`config.mk`:
```
export PLATFORM = sky130hd
export DESIGN_NAME = fetch_top
export DESIGN_NICKNAME = d
export VERILOG_FILES = /design/src/design/fetch_pkg.sv /design/src/design/fetch_top.sv /design/src/design/idu.sv /design/src/design/icache.sv /design/src/design/ifu.sv
export SDC_FILE = /design/constraint.sdc
export NUM_CORES = 2
export LEC_CHECK = 0
export BUFFER_PORTS_ARGS = -buffer_cell sky130_fd_sc_hd__buf_2
export CORE_MARGIN = 2
export CORE_UTILIZATION = 55
export CTS_CLUSTER_SIZE = 14
export DETAILED_ROUTE_END_ITERATION = 6
export HOLD_SLACK_MARGIN = 0.06
export PLACE_DENSITY = 0.72
export SYNTH_ARGS = -nofsm -noshare
export SYNTH_HDL_FRONTEND = slang
export SYNTH_SLANG_ARGS = --single-unit
```
`constraint.sdc`:
```
create_clock -name clk -period 15.8 [get_ports clk]
set_clock_uncertainty 0.1 [all_clocks]
set_input_delay 1.58 -clock clk [delete_from_list [all_inputs] [get_ports clk]]
set_output_delay 1.58 -clock clk [all_outputs]
set_load 0.05 [all_outputs]
```
`src/design/fetch_pkg.sv`:
```
package fetch_pkg;

    // RV32I base opcodes.
    localparam logic [6:0] OPC_LUI    = 7'b0110111;
    localparam logic [6:0] OPC_AUIPC  = 7'b0010111;
    localparam logic [6:0] OPC_JAL    = 7'b1101111;
    localparam logic [6:0] OPC_JALR   = 7'b1100111;
    localparam logic [6:0] OPC_BRANCH = 7'b1100011;
    localparam logic [6:0] OPC_LOAD   = 7'b0000011;
    localparam logic [6:0] OPC_STORE  = 7'b0100011;
    localparam logic [6:0] OPC_OP_IMM = 7'b0010011;
    localparam logic [6:0] OPC_OP     = 7'b0110011;

    // Top address nibbles served by SDRAM.
    localparam logic [3:0] REGION_SDRAM_LO = 4'hA;
    localparam logic [3:0] REGION_SDRAM_HI = 4'hB;

    // Instruction class from the opcode.
    typedef enum logic [3:0] {
        CLASS_ALU_REG,
        CLASS_ALU_IMM,
        CLASS_LOAD,
        CLASS_STORE,
        CLASS_BRANCH,
        CLASS_JAL,
        CLASS_JALR,
        CLASS_LUI_AUIPC,
        CLASS_ILLEGAL
    } inst_class_e;

    typedef struct packed {
        logic [6:0] funct7;
        logic [4:0] rs2;
        logic [4:0] rs1;
        logic [2:0] funct3;
        logic [4:0] rd;
        logic [6:0] opcode;
    } r_fmt_t;

    typedef struct packed {
        logic [11:0] imm_11_0;
        logic [4:0]  rs1;
        logic [2:0]  funct3;
        logic [4:0]  rd;
        logic [6:0]  opcode;
    } i_fmt_t;

    typedef struct packed {
        logic [6:0] imm_11_5;
        logic [4:0] rs2;
        logic [4:0] rs1;
        logic [2:0] funct3;
        logic [4:0] imm_4_0;
        logic [6:0] opcode;
    } s_fmt_t;

    typedef struct packed {
        logic       imm_12;
        logic [5:0] imm_10_5;
        logic [4:0] rs2;
        logic [4:0] rs1;
        logic [2:0] funct3;
        logic [3:0] imm_4_1;
        logic       imm_11;
        logic [6:0] opcode;
    } b_fmt_t;

    typedef struct packed {
        logic [19:0] imm_31_12;
        logic [4:0]  rd;
        logic [6:0]  opcode;
    } u_fmt_t;

    typedef struct packed {
        logic       imm_20;
        logic [9:0] imm_10_1;
        logic       imm_11;
        logic [7:0] imm_19_12;
        logic [4:0] rd;
        logic [6:0] opcode;
    } j_fmt_t;

    typedef union packed {
        r_fmt_t r_fmt;
        i_fmt_t i_fmt;
        s_fmt_t s_fmt;
        b_fmt_t b_fmt;
        u_fmt_t u_fmt;
        j_fmt_t j_fmt;
    } inst_u;

endpackage
```
`src/design/fetch_top.sv`:
```
`timescale 1ns/1ps

module fetch_top import fetch_pkg::*; #(
    parameter int          BLOCK_SIZE = 16,
    parameter int          LINES      = 16,
    parameter logic [31:0] RESET_PC   = 32'h3000_0000
) (
    input  logic        clk,
    input  logic        rst,
    input  logic        arready,
    input  logic        rvalid,
    input  logic [1:0]  rresp,
    input  logic [31:0] rdata,
    input  logic        rlast,
    input  logic [3:0]  rid,
    input  logic        out_ready,
    output logic        arvalid,
    output logic [31:0] araddr,
    output logic [3:0]  arid,
    output logic [7:0]  arlen,
    output logic [2:0]  arsize,
    output logic [1:0]  arburst,
    output logic        rready,
    output logic        out_valid,
    output logic [31:0] out_pc,
    output logic [31:0] out_inst,
    output inst_class_e out_class,
    output logic [4:0]  out_rd,
    output logic [4:0]  out_rs1,
    output logic [4:0]  out_rs2,
    output logic [31:0] out_imm,
    output logic        access_fault
);

    logic [31:0]             lookup_addr;
    logic                    hit;
    logic [31:0]             hit_data;
    logic                    fill;
    logic [31:0]             fill_addr;
    logic [BLOCK_SIZE*8-1:0] fill_line;
    logic                    fetch_valid;
    logic [31:0]             fetch_pc;
    logic [31:0]             fetch_inst;
    logic                    decode_ready;
    logic                    redirect_valid;
    logic [31:0]             redirect_pc;

    ifu #(
        .BLOCK_SIZE (BLOCK_SIZE),
        .RESET_PC   (RESET_PC)
    ) ifu_i (
        .clk            (clk),
        .rst            (rst),
        .redirect_valid (redirect_valid),
        .redirect_pc    (redirect_pc),
        .decode_ready   (decode_ready),
        .hit            (hit),
        .hit_data       (hit_data),
        .arready        (arready),
        .rvalid         (rvalid),
        .rresp          (rresp),
        .rdata          (rdata),
        .rlast          (rlast),
        .rid            (rid),
        .lookup_addr    (lookup_addr),
        .fill           (fill),
        .fill_addr      (fill_addr),
        .fill_line      (fill_line),
        .fetch_valid    (fetch_valid),
        .fetch_pc       (fetch_pc),
        .fetch_inst     (fetch_inst),
        .arvalid        (arvalid),
        .araddr         (araddr),
        .arid           (arid),
        .arlen          (arlen),
        .arsize         (arsize),
        .arburst        (arburst),
        .rready         (rready),
        .access_fault   (access_fault)
    );

    icache #(
        .BLOCK_SIZE (BLOCK_SIZE),
        .LINES      (LINES)
    ) icache_i (
        .clk         (clk),
        .rst         (rst),
        .lookup_addr (lookup_addr),
        .fill        (fill),
        .fill_addr   (fill_addr),
        .fill_line   (fill_line),
        .hit         (hit),
        .hit_data    (hit_data)
    );

    idu idu_i (
        .clk            (clk),
        .rst            (rst),
        .fetch_valid    (fetch_valid),
        .fetch_pc       (fetch_pc),
        .fetch_inst     (fetch_inst),
        .out_ready      (out_ready),
        .decode_ready   (decode_ready),
        .redirect_valid (redirect_valid),
        .redirect_pc    (redirect_pc),
        .out_valid      (out_valid),
        .out_pc         (out_pc),
        .out_inst       (out_inst),
        .out_class      (out_class),
        .out_rd         (out_rd),
        .out_rs1        (out_rs1),
        .out_rs2        (out_rs2),
        .out_imm        (out_imm)
    );

endmodule

```
`src/design/idu.sv`:
```
`timescale 1ns/1ps

module idu import fetch_pkg::*; (
    input  logic        clk,
    input  logic        rst,
    input  logic        fetch_valid,
    input  logic [31:0] fetch_pc,
    input  logic [31:0] fetch_inst,
    input  logic        out_ready,
    output logic        decode_ready,
    output logic        redirect_valid,
    output logic [31:0] redirect_pc,
    output logic        out_valid,
    output logic [31:0] out_pc,
    output logic [31:0] out_inst,
    output inst_class_e out_class,
    output logic [4:0]  out_rd,
    output logic [4:0]  out_rs1,
    output logic [4:0]  out_rs2,
    output logic [31:0] out_imm
);

    logic  take;
    logic  first_cycle;
    inst_u word;

    assign decode_ready = out_ready || !out_valid;

    // The word arriving alongside a redirect follows the JAL and is dropped.
    assign take = fetch_valid && decode_ready && !redirect_valid;

    always_ff @(posedge clk or posedge rst) begin
        if (rst) begin
            out_valid   <= 1'b0;
            first_cycle <= 1'b0;
        end else begin
            if (decode_ready) begin
                out_valid <= take;
            end
            first_cycle <= take;
        end
    end

    always_ff @(posedge clk) begin
        if (take) begin
            out_pc   <= fetch_pc;
            out_inst <= fetch_inst;
        end
    end

    assign word    = out_inst;
    assign out_rd  = word.r_fmt.rd;
    assign out_rs1 = word.r_fmt.rs1;
    assign out_rs2 = word.r_fmt.rs2;

    always_comb begin
        out_class = CLASS_ILLEGAL;
        out_imm   = 32'd0;
        case (word.r_fmt.opcode)
            OPC_OP: begin
                out_class = CLASS_ALU_REG;
            end
            OPC_OP_IMM: begin
                out_class = CLASS_ALU_IMM;
                out_imm   = {{20{word.i_fmt.imm_11_0[11]}}, word.i_fmt.imm_11_0};
            end
            OPC_LOAD: begin
                out_class = CLASS_LOAD;
                out_imm   = {{20{word.i_fmt.imm_11_0[11]}}, word.i_fmt.imm_11_0};
            end
            OPC_JALR: begin
                out_class = CLASS_JALR;
                out_imm   = {{20{word.i_fmt.imm_11_0[11]}}, word.i_fmt.imm_11_0};
            end
            OPC_STORE: begin
                out_class = CLASS_STORE;
                out_imm   = {{20{word.s_fmt.imm_11_5[6]}}, word.s_fmt.imm_11_5,
                             word.s_fmt.imm_4_0};
            end
            OPC_BRANCH: begin
                out_class = CLASS_BRANCH;
                out_imm   = {{19{word.b_fmt.imm_12}}, word.b_fmt.imm_12, word.b_fmt.imm_11,
                             word.b_fmt.imm_10_5, word.b_fmt.imm_4_1, 1'b0};
            end
            OPC_JAL: begin
                out_class = CLASS_JAL;
                out_imm   = {{11{word.j_fmt.imm_20}}, word.j_fmt.imm_20, word.j_fmt.imm_19_12,
                             word.j_fmt.imm_11, word.j_fmt.imm_10_1, 1'b0};
            end
            OPC_LUI, OPC_AUIPC: begin
                out_class = CLASS_LUI_AUIPC;
                out_imm   = {word.u_fmt.imm_31_12, 12'd0};
            end
            default: begin
                out_class = CLASS_ILLEGAL;
            end
        endcase
    end

    // Only meaningful for JAL, where out_imm is the J immediate.
    assign redirect_pc    = out_pc + out_imm;
    assign redirect_valid = out_valid && first_cycle && (out_class == CLASS_JAL);

endmodule

```
`src/design/icache.sv`:
```
`timescale 1ns/1ps

module icache #(
    parameter int BLOCK_SIZE = 16,
    parameter int LINES      = 16
) (
    input  logic                    clk,
    input  logic                    rst,
    input  logic [31:0]             lookup_addr,
    input  logic                    fill,
    input  logic [31:0]             fill_addr,
    input  logic [BLOCK_SIZE*8-1:0] fill_line,
    output logic                    hit,
    output logic [31:0]             hit_data
);

    localparam int OFFSET_W = $clog2(BLOCK_SIZE);
    localparam int INDEX_W  = $clog2(LINES);
    localparam int TAG_W    = 32 - OFFSET_W - INDEX_W;
    localparam int LINE_W   = BLOCK_SIZE * 8;

    logic [TAG_W-1:0]    tag_mem  [LINES];
    logic [LINE_W-1:0]   data_mem [LINES];
    logic [LINES-1:0]    valid;

    logic [INDEX_W-1:0]  rd_index;
    logic [TAG_W-1:0]    rd_tag;
    logic [OFFSET_W-1:0] rd_word;
    logic [LINE_W-1:0]   rd_line;
    logic [INDEX_W-1:0]  wr_index;
    logic [TAG_W-1:0]    wr_tag;

    // Address split into tag, index and byte offset.
    assign rd_index = lookup_addr[OFFSET_W +: INDEX_W];
    assign rd_tag   = lookup_addr[31 -: TAG_W];
    assign rd_word  = lookup_addr[OFFSET_W-1:0] >> 2;

    assign wr_index = fill_addr[OFFSET_W +: INDEX_W];
    assign wr_tag   = fill_addr[31 -: TAG_W];

    assign rd_line  = data_mem[rd_index];
    assign hit      = valid[rd_index] && (tag_mem[rd_index] == rd_tag);
    assign hit_data = rd_line[rd_word*32 +: 32];

    always_ff @(posedge clk or posedge rst) begin
        if (rst) begin
            valid <= '0;
        end else if (fill) begin
            valid[wr_index] <= 1'b1;
        end
    end

    // Whole line written in one edge.
    always_ff @(posedge clk) begin
        if (fill) begin
            tag_mem[wr_index]  <= wr_tag;
            data_mem[wr_index] <= fill_line;
        end
    end

endmodule

```
`src/design/ifu.sv`:
```
`timescale 1ns/1ps

module ifu import fetch_pkg::*; #(
    parameter int          BLOCK_SIZE = 16,
    parameter logic [31:0] RESET_PC   = 32'h3000_0000
) (
    input  logic                    clk,
    input  logic                    rst,
    input  logic                    redirect_valid,
    input  logic [31:0]             redirect_pc,
    input  logic                    decode_ready,
    input  logic                    hit,
    input  logic [31:0]             hit_data,
    input  logic                    arready,
    input  logic                    rvalid,
    input  logic [1:0]              rresp,
    input  logic [31:0]             rdata,
    input  logic                    rlast,
    input  logic [3:0]              rid,
    output logic [31:0]             lookup_addr,
    output logic                    fill,
    output logic [31:0]             fill_addr,
    output logic [BLOCK_SIZE*8-1:0] fill_line,
    output logic                    fetch_valid,
    output logic [31:0]             fetch_pc,
    output logic [31:0]             fetch_inst,
    output logic                    arvalid,
    output logic [31:0]             araddr,
    output logic [3:0]              arid,
    output logic [7:0]              arlen,
    output logic [2:0]              arsize,
    output logic [1:0]              arburst,
    output logic                    rready,
    output logic                    access_fault
);

    localparam int         OFFSET_W    = $clog2(BLOCK_SIZE);
    localparam int         BEATS       = BLOCK_SIZE / 4;
    localparam logic [1:0] BURST_FIXED = 2'b00;
    localparam logic [1:0] BURST_INCR  = 2'b01;
    localparam logic [2:0] SIZE_WORD   = 3'b010;

    typedef enum logic {
        ST_IDLE,
        ST_REFILL
    } state_e;

    state_e      state;
    logic [31:0] pc;
    logic [31:0] pc_base;
    logic        pc_sdram;
    logic [31:0] line_base;
    logic        line_sdram;
    logic [2:0]  beat;
    logic        last_beat;
    logic        ar_fire;
    logic        r_fire;
    logic        miss;
    logic        fetch_take;

    assign lookup_addr = pc;
    assign fill_addr   = line_base;
    assign arid        = 4'd0;
    assign arsize      = SIZE_WORD;

    assign pc_base  = {pc[31:OFFSET_W], {OFFSET_W{1'b0}}};
    assign pc_sdram = (pc[31:28] == REGION_SDRAM_LO) || (pc[31:28] == REGION_SDRAM_HI);

    assign ar_fire = arvalid && arready;
    assign r_fire  = rvalid && rready;

    // A burst ends on rlast, single beats on the counted last word.
    assign last_beat = line_sdram ? rlast : (beat == 3'(BEATS - 1));

    assign miss       = (state == ST_IDLE) && !hit && !redirect_valid;
    assign fetch_take = (state == ST_IDLE) && hit && decode_ready && !redirect_valid;

    always_ff @(posedge clk or posedge rst) begin
        if (rst) begin
            state        <= ST_IDLE;
            pc           <= RESET_PC;
            fetch_valid  <= 1'b0;
            arvalid      <= 1'b0;
            rready       <= 1'b0;
            fill         <= 1'b0;
            access_fault <= 1'b0;
            beat         <= 3'd0;
        end else begin
            fill <= 1'b0;

            // The word in the fetch register is always wrong-path on a redirect.
            if (redirect_valid) begin
                pc          <= redirect_pc;
                fetch_valid <= 1'b0;
            end else if (decode_ready) begin
                fetch_valid <= fetch_take;
                if (fetch_take) begin
                    pc <= pc + 32'd4;
                end
            end

            case (state)
                ST_IDLE: begin
                    if (miss) begin
                        state        <= ST_REFILL;
                        arvalid      <= 1'b1;
                        beat         <= 3'd0;
                        access_fault <= 1'b0;
                    end
                end
                ST_REFILL: begin
                    // Stay here through the fill cycle so the lookup sees the new line.
                    if (fill) begin
                        state <= ST_IDLE;
                    end
                    if (ar_fire) begin
                        arvalid <= 1'b0;
                        rready  <= 1'b1;
                    end
                    if (r_fire) begin
                        beat <= beat + 3'd1;
                        if ((rresp != 2'b00) || (rid != arid)) begin
                            access_fault <= 1'b1;
                        end
                        if (last_beat) begin
                            rready <= 1'b0;
                            fill   <= 1'b1;
                        end else if (!line_sdram) begin
                            rready  <= 1'b0;
                            arvalid <= 1'b1;
                        end
                    end
                end
                default: begin
                    state <= ST_IDLE;
                end
            endcase
        end
    end

    always_ff @(posedge clk) begin
        if (fetch_take) begin
            fetch_pc   <= pc;
            fetch_inst <= hit_data;
        end
        if (miss) begin
            line_base  <= pc_base;
            line_sdram <= pc_sdram;
            araddr     <= pc_base;
            arlen      <= pc_sdram ? 8'(BEATS - 1) : 8'd0;
            arburst    <= pc_sdram ? BURST_INCR : BURST_FIXED;
        end
        if ((state == ST_REFILL) && r_fire) begin
            fill_line[beat*32 +: 32] <= rdata;
            // Next single-beat request.
            if (!line_sdram && !last_beat) begin
                araddr <= line_base + 32'({beat + 3'd1, 2'b00});
            end
        end
    end

endmodule

```
==> impl_metrics.py <==
metrics = {
    "outcome": {
        "outcome": "completed",
    },
    "die": {
        "dieHeight_um": 451,
        "die-area_um2": 203000,
        "rows": 163,
        "start_util_pct": 55.5,
        "core_um2": 198000,
        "io_pins": 212,
        "die_w_um": 451,
    },
    "global_route": {
        "antenna_found_initial": 30,
        "grt_pass1_vias": 53800,
        "overflow": 0,
        "grt_max_degree": 109,
        "track_usage_pct": 27.0,
        "grt_pass1_wl_um": 391000,
    },
    "yosys": {
        "synth_top_area_cell": "edfxtp_1",
        "ys_types": 86,
        "synth_warnings": 0,
        "ys_ff_latch": 2808,
        "synth-main-ff-cell": "edfxtp_1",
        "syn_area_per_cell_um2": 22.1,
        "synth_top_area_share_pct": 74.4,
        "syn_inst": 4956,
        "ys_seq_area_share_pct": 76.3,
        "synth-async-reset-ratio_pct": 2.10,
        "synth.area.top_cells": "edfxtp_1, mux4_2, dfrtp_1, and2_1, mux2i_1",
        "synth_area_um2": 110000,
        "synth-edff-count": 2717,
    },
    "place": {
        "place_ws_ns": 9.25,
        "portBuffers": 197,
        "gp_congestion": 0.898,
        "dp_hpwl_um": 141000,
    },
    "clock_network": {
        "clockRootBuffer": "clkbuf_16",
        "path_clk_slew_ns": 0.06,
        "cts_resized": 0,
        "hold_buffers": 0,
        "htreeDepth": 5,
        "numCtsBuffers": 287,
        "cts_setup_buffers": 0,
        "cts.sinks": 2808,
        "cts_max_path_buffers": 4,
        "tritoncts": "yes",
        "clk_latency_ns": 0.90,
    },
    "worst_hold_path": {
        "hp-start": "ifu_i.fetch_pc[2]",
        "whs_endpoint": "idu_i.out_pc[2]",
        "hold_depth": 0,
        "hp-class": "flip-flop to flip-flop",
    },
    "sta": {
        "finalSetupTns_ns": 0,
        "final.setup.worst_slack_ns": 9.29,
        "period_needed_ns": 6.51,
        "setup_violations": 0,
        "post-route-period-util_pct": 41.2,
        "relSlewSlack_pct": 27.1,
        "rsz0062_at_grt": "false",
        "finalHoldViolCount": 0,
        "worstMarginPinSlew_ns": 1.09,
        "drv_slew": 0,
        "max_freq_mhz": 154,
        "fin_hold_ws_ns": 0.312,
    },
    "final_layout": {
        "final_cell_mix": "edfxtp_1, mux4_2, clkbuf_16",
        "layout_commonest_cell": "edfxtp_1",
        "drive_gt1_share_pct": 27.3,
        "syn_to_final_growth_pct": 11.8,
        "fillers": 13100,
        "nNetsFinal": 5369,
        "utilization_pct": 62.0,
    },
    "setup_path": {
        "reg2reg_slack_ns": 9.29,
        "ff2ff_path_depth": 12,
        "cp-end-kind": "flip-flop",
        "cp_max_fo": 67,
        "r2r-end": "ifu_i.beat[0]",
        "cp-startpoint": "ifu_i.lookup_addr[5]",
        "arrival_ns": 7.20,
        "r2r-start": "ifu_i.lookup_addr[5]",
        "setup.worst_path.start_class": "flip-flop",
        "crit_required_ns": 16.49,
        "path_class": "flip-flop to flip-flop",
    },
    "power": {
        "power.density_nw_per_um2": 126,
        "leakage_uw": 0.0382,
        "peakVddDrop_mv": 0.141,
    },
    "detailed_routing": {
        "firstDrtPassIters": 6,
        "drc": 0,
        "drt_iter0_markers": 7265,
        "vias_per_cell": 6.63,
        "final_antenna_net_count": 0,
        "wl_per_cell_um": 33.4,
        "routed_wl_um": 272000,
        "vias": 53900,
    },
    "run": {
        "drv_cap": 0,
    },
}
area by class of cell:
type	instances	area, um2	area share [%]
antenna	10	25.0	0.0204
clock buffer	371	7810	6.37
clock inverter	115	927	0.756
inverter	42	165	0.135
multi-input combinational	1841	24800	20.2
sequential	2808	83700	68.3
tap	2640	3300	2.69
timing repair buffer	306	1940	1.58
worst max-delay path, cell delays in order (launching register included):
cell	delay (ns)
dfrtp_4	0.91
buf_4	0.86
buf_4	0.89
mux4_1	0.65
mux2i_1	0.30
mux2_2	0.24
xnor2_1	0.10
a211o_1	0.30
or4_4	0.57
o31a_2	0.40
buf_4	0.40
or3_1	0.46
o21ai_1	0.07
cell families after synthesis:
group                      Yosys count  synth area share [%]
muxes                              866                  16.8
DFF                               2808                  76.3
and+or+nand+nor                    565                  2.73
adders and majority gates           39                 0.452
other                                2               0.00684
AOI/OAI and AO/OA                  286                  1.77
xor gates and xnor gates            71                 0.567
buffers and inverters              319                  1.37
flip-flops by register name (all words and copies together), names as in the netlist, 3 cells and up:
signal	flops
icache_i.tag_mem	384
idu_i.out_pc	32
ifu_i.fill_line	128
ifu_i.fill_addr	28
idu_i.out_inst	32
icache_i.data_mem	2048
ifu_i.fetch_pc	32
icache_i.valid	16
ifu_i.lookup_addr	32
ifu_i.araddr	32
ifu_i.beat	3
ifu_i.fetch_inst	32
per-layer routing:
metal,global-route usage [%],share of wire (%),vias up
li1,-,-,21400
met1,38.7,38,28600
met2,42.3,48,3381
met3,4.78,10,522
met4,9.60,3.7,8
met5,0,0.021,-
cell usage after synthesis, types with 12 or more instances:
master / number
nand4_1: 14
nor2_1: 109
xnor2_1: 45
a31oi_1: 14
nor4_1: 20
nor2b_1: 14
mux4_2: 742
a211oi_1: 12
nand2b_1: 13
a21oi_1: 62
buf_4: 41
ha_1: 38
dfxtp_1: 32
nor3_1: 34
mux4_1: 29
buf_2: 17
and3_1: 19
clkbuf_1: 151
nand3_1: 37
mux2i_1: 83
inv_1: 42
dfrtp_1: 57
o22ai_1: 19
xor2_1: 26
edfxtp_1: 2717
nand2_1: 108
buf_1: 56
o21ai_0: 48
and2_1: 138
a21o_1: 38
or2_2: 19
power breakdown:
part / switching [uW] / internal [uW]
Sequential: 110 / 8250
Clock: 2670 / 3730
Combinational: 490 / 221
metrics by stage:
stage	area (um2)	cells	total power, uW
6_report	123000	8133	15500
3_5_place_dp	114000	7637	9230
3_3_place_gp	114000	7637	9210
2_1_floorplan	110000	4968	8920
5_1_grt	123000	8126	15900
4_1_cts	123000	8123	15600
how the worst max path moves through the flow:
| stage | to | slack [ns] |
|---|---|---|
| global placement | ifu_i.beat[0] | 9.28 |
| CTS | ifu_i.beat[0] | 9.25 |
| global route | ifu_i.beat[0] | 8.98 |
| finish | ifu_i.beat[0] | 9.29 |
| floorplan | icache_i.valid[0] | 3.47 |
| detailed placement | ifu_i.beat[0] | 9.25 |
Note: power is estimated with default switching activity, not from simulation.
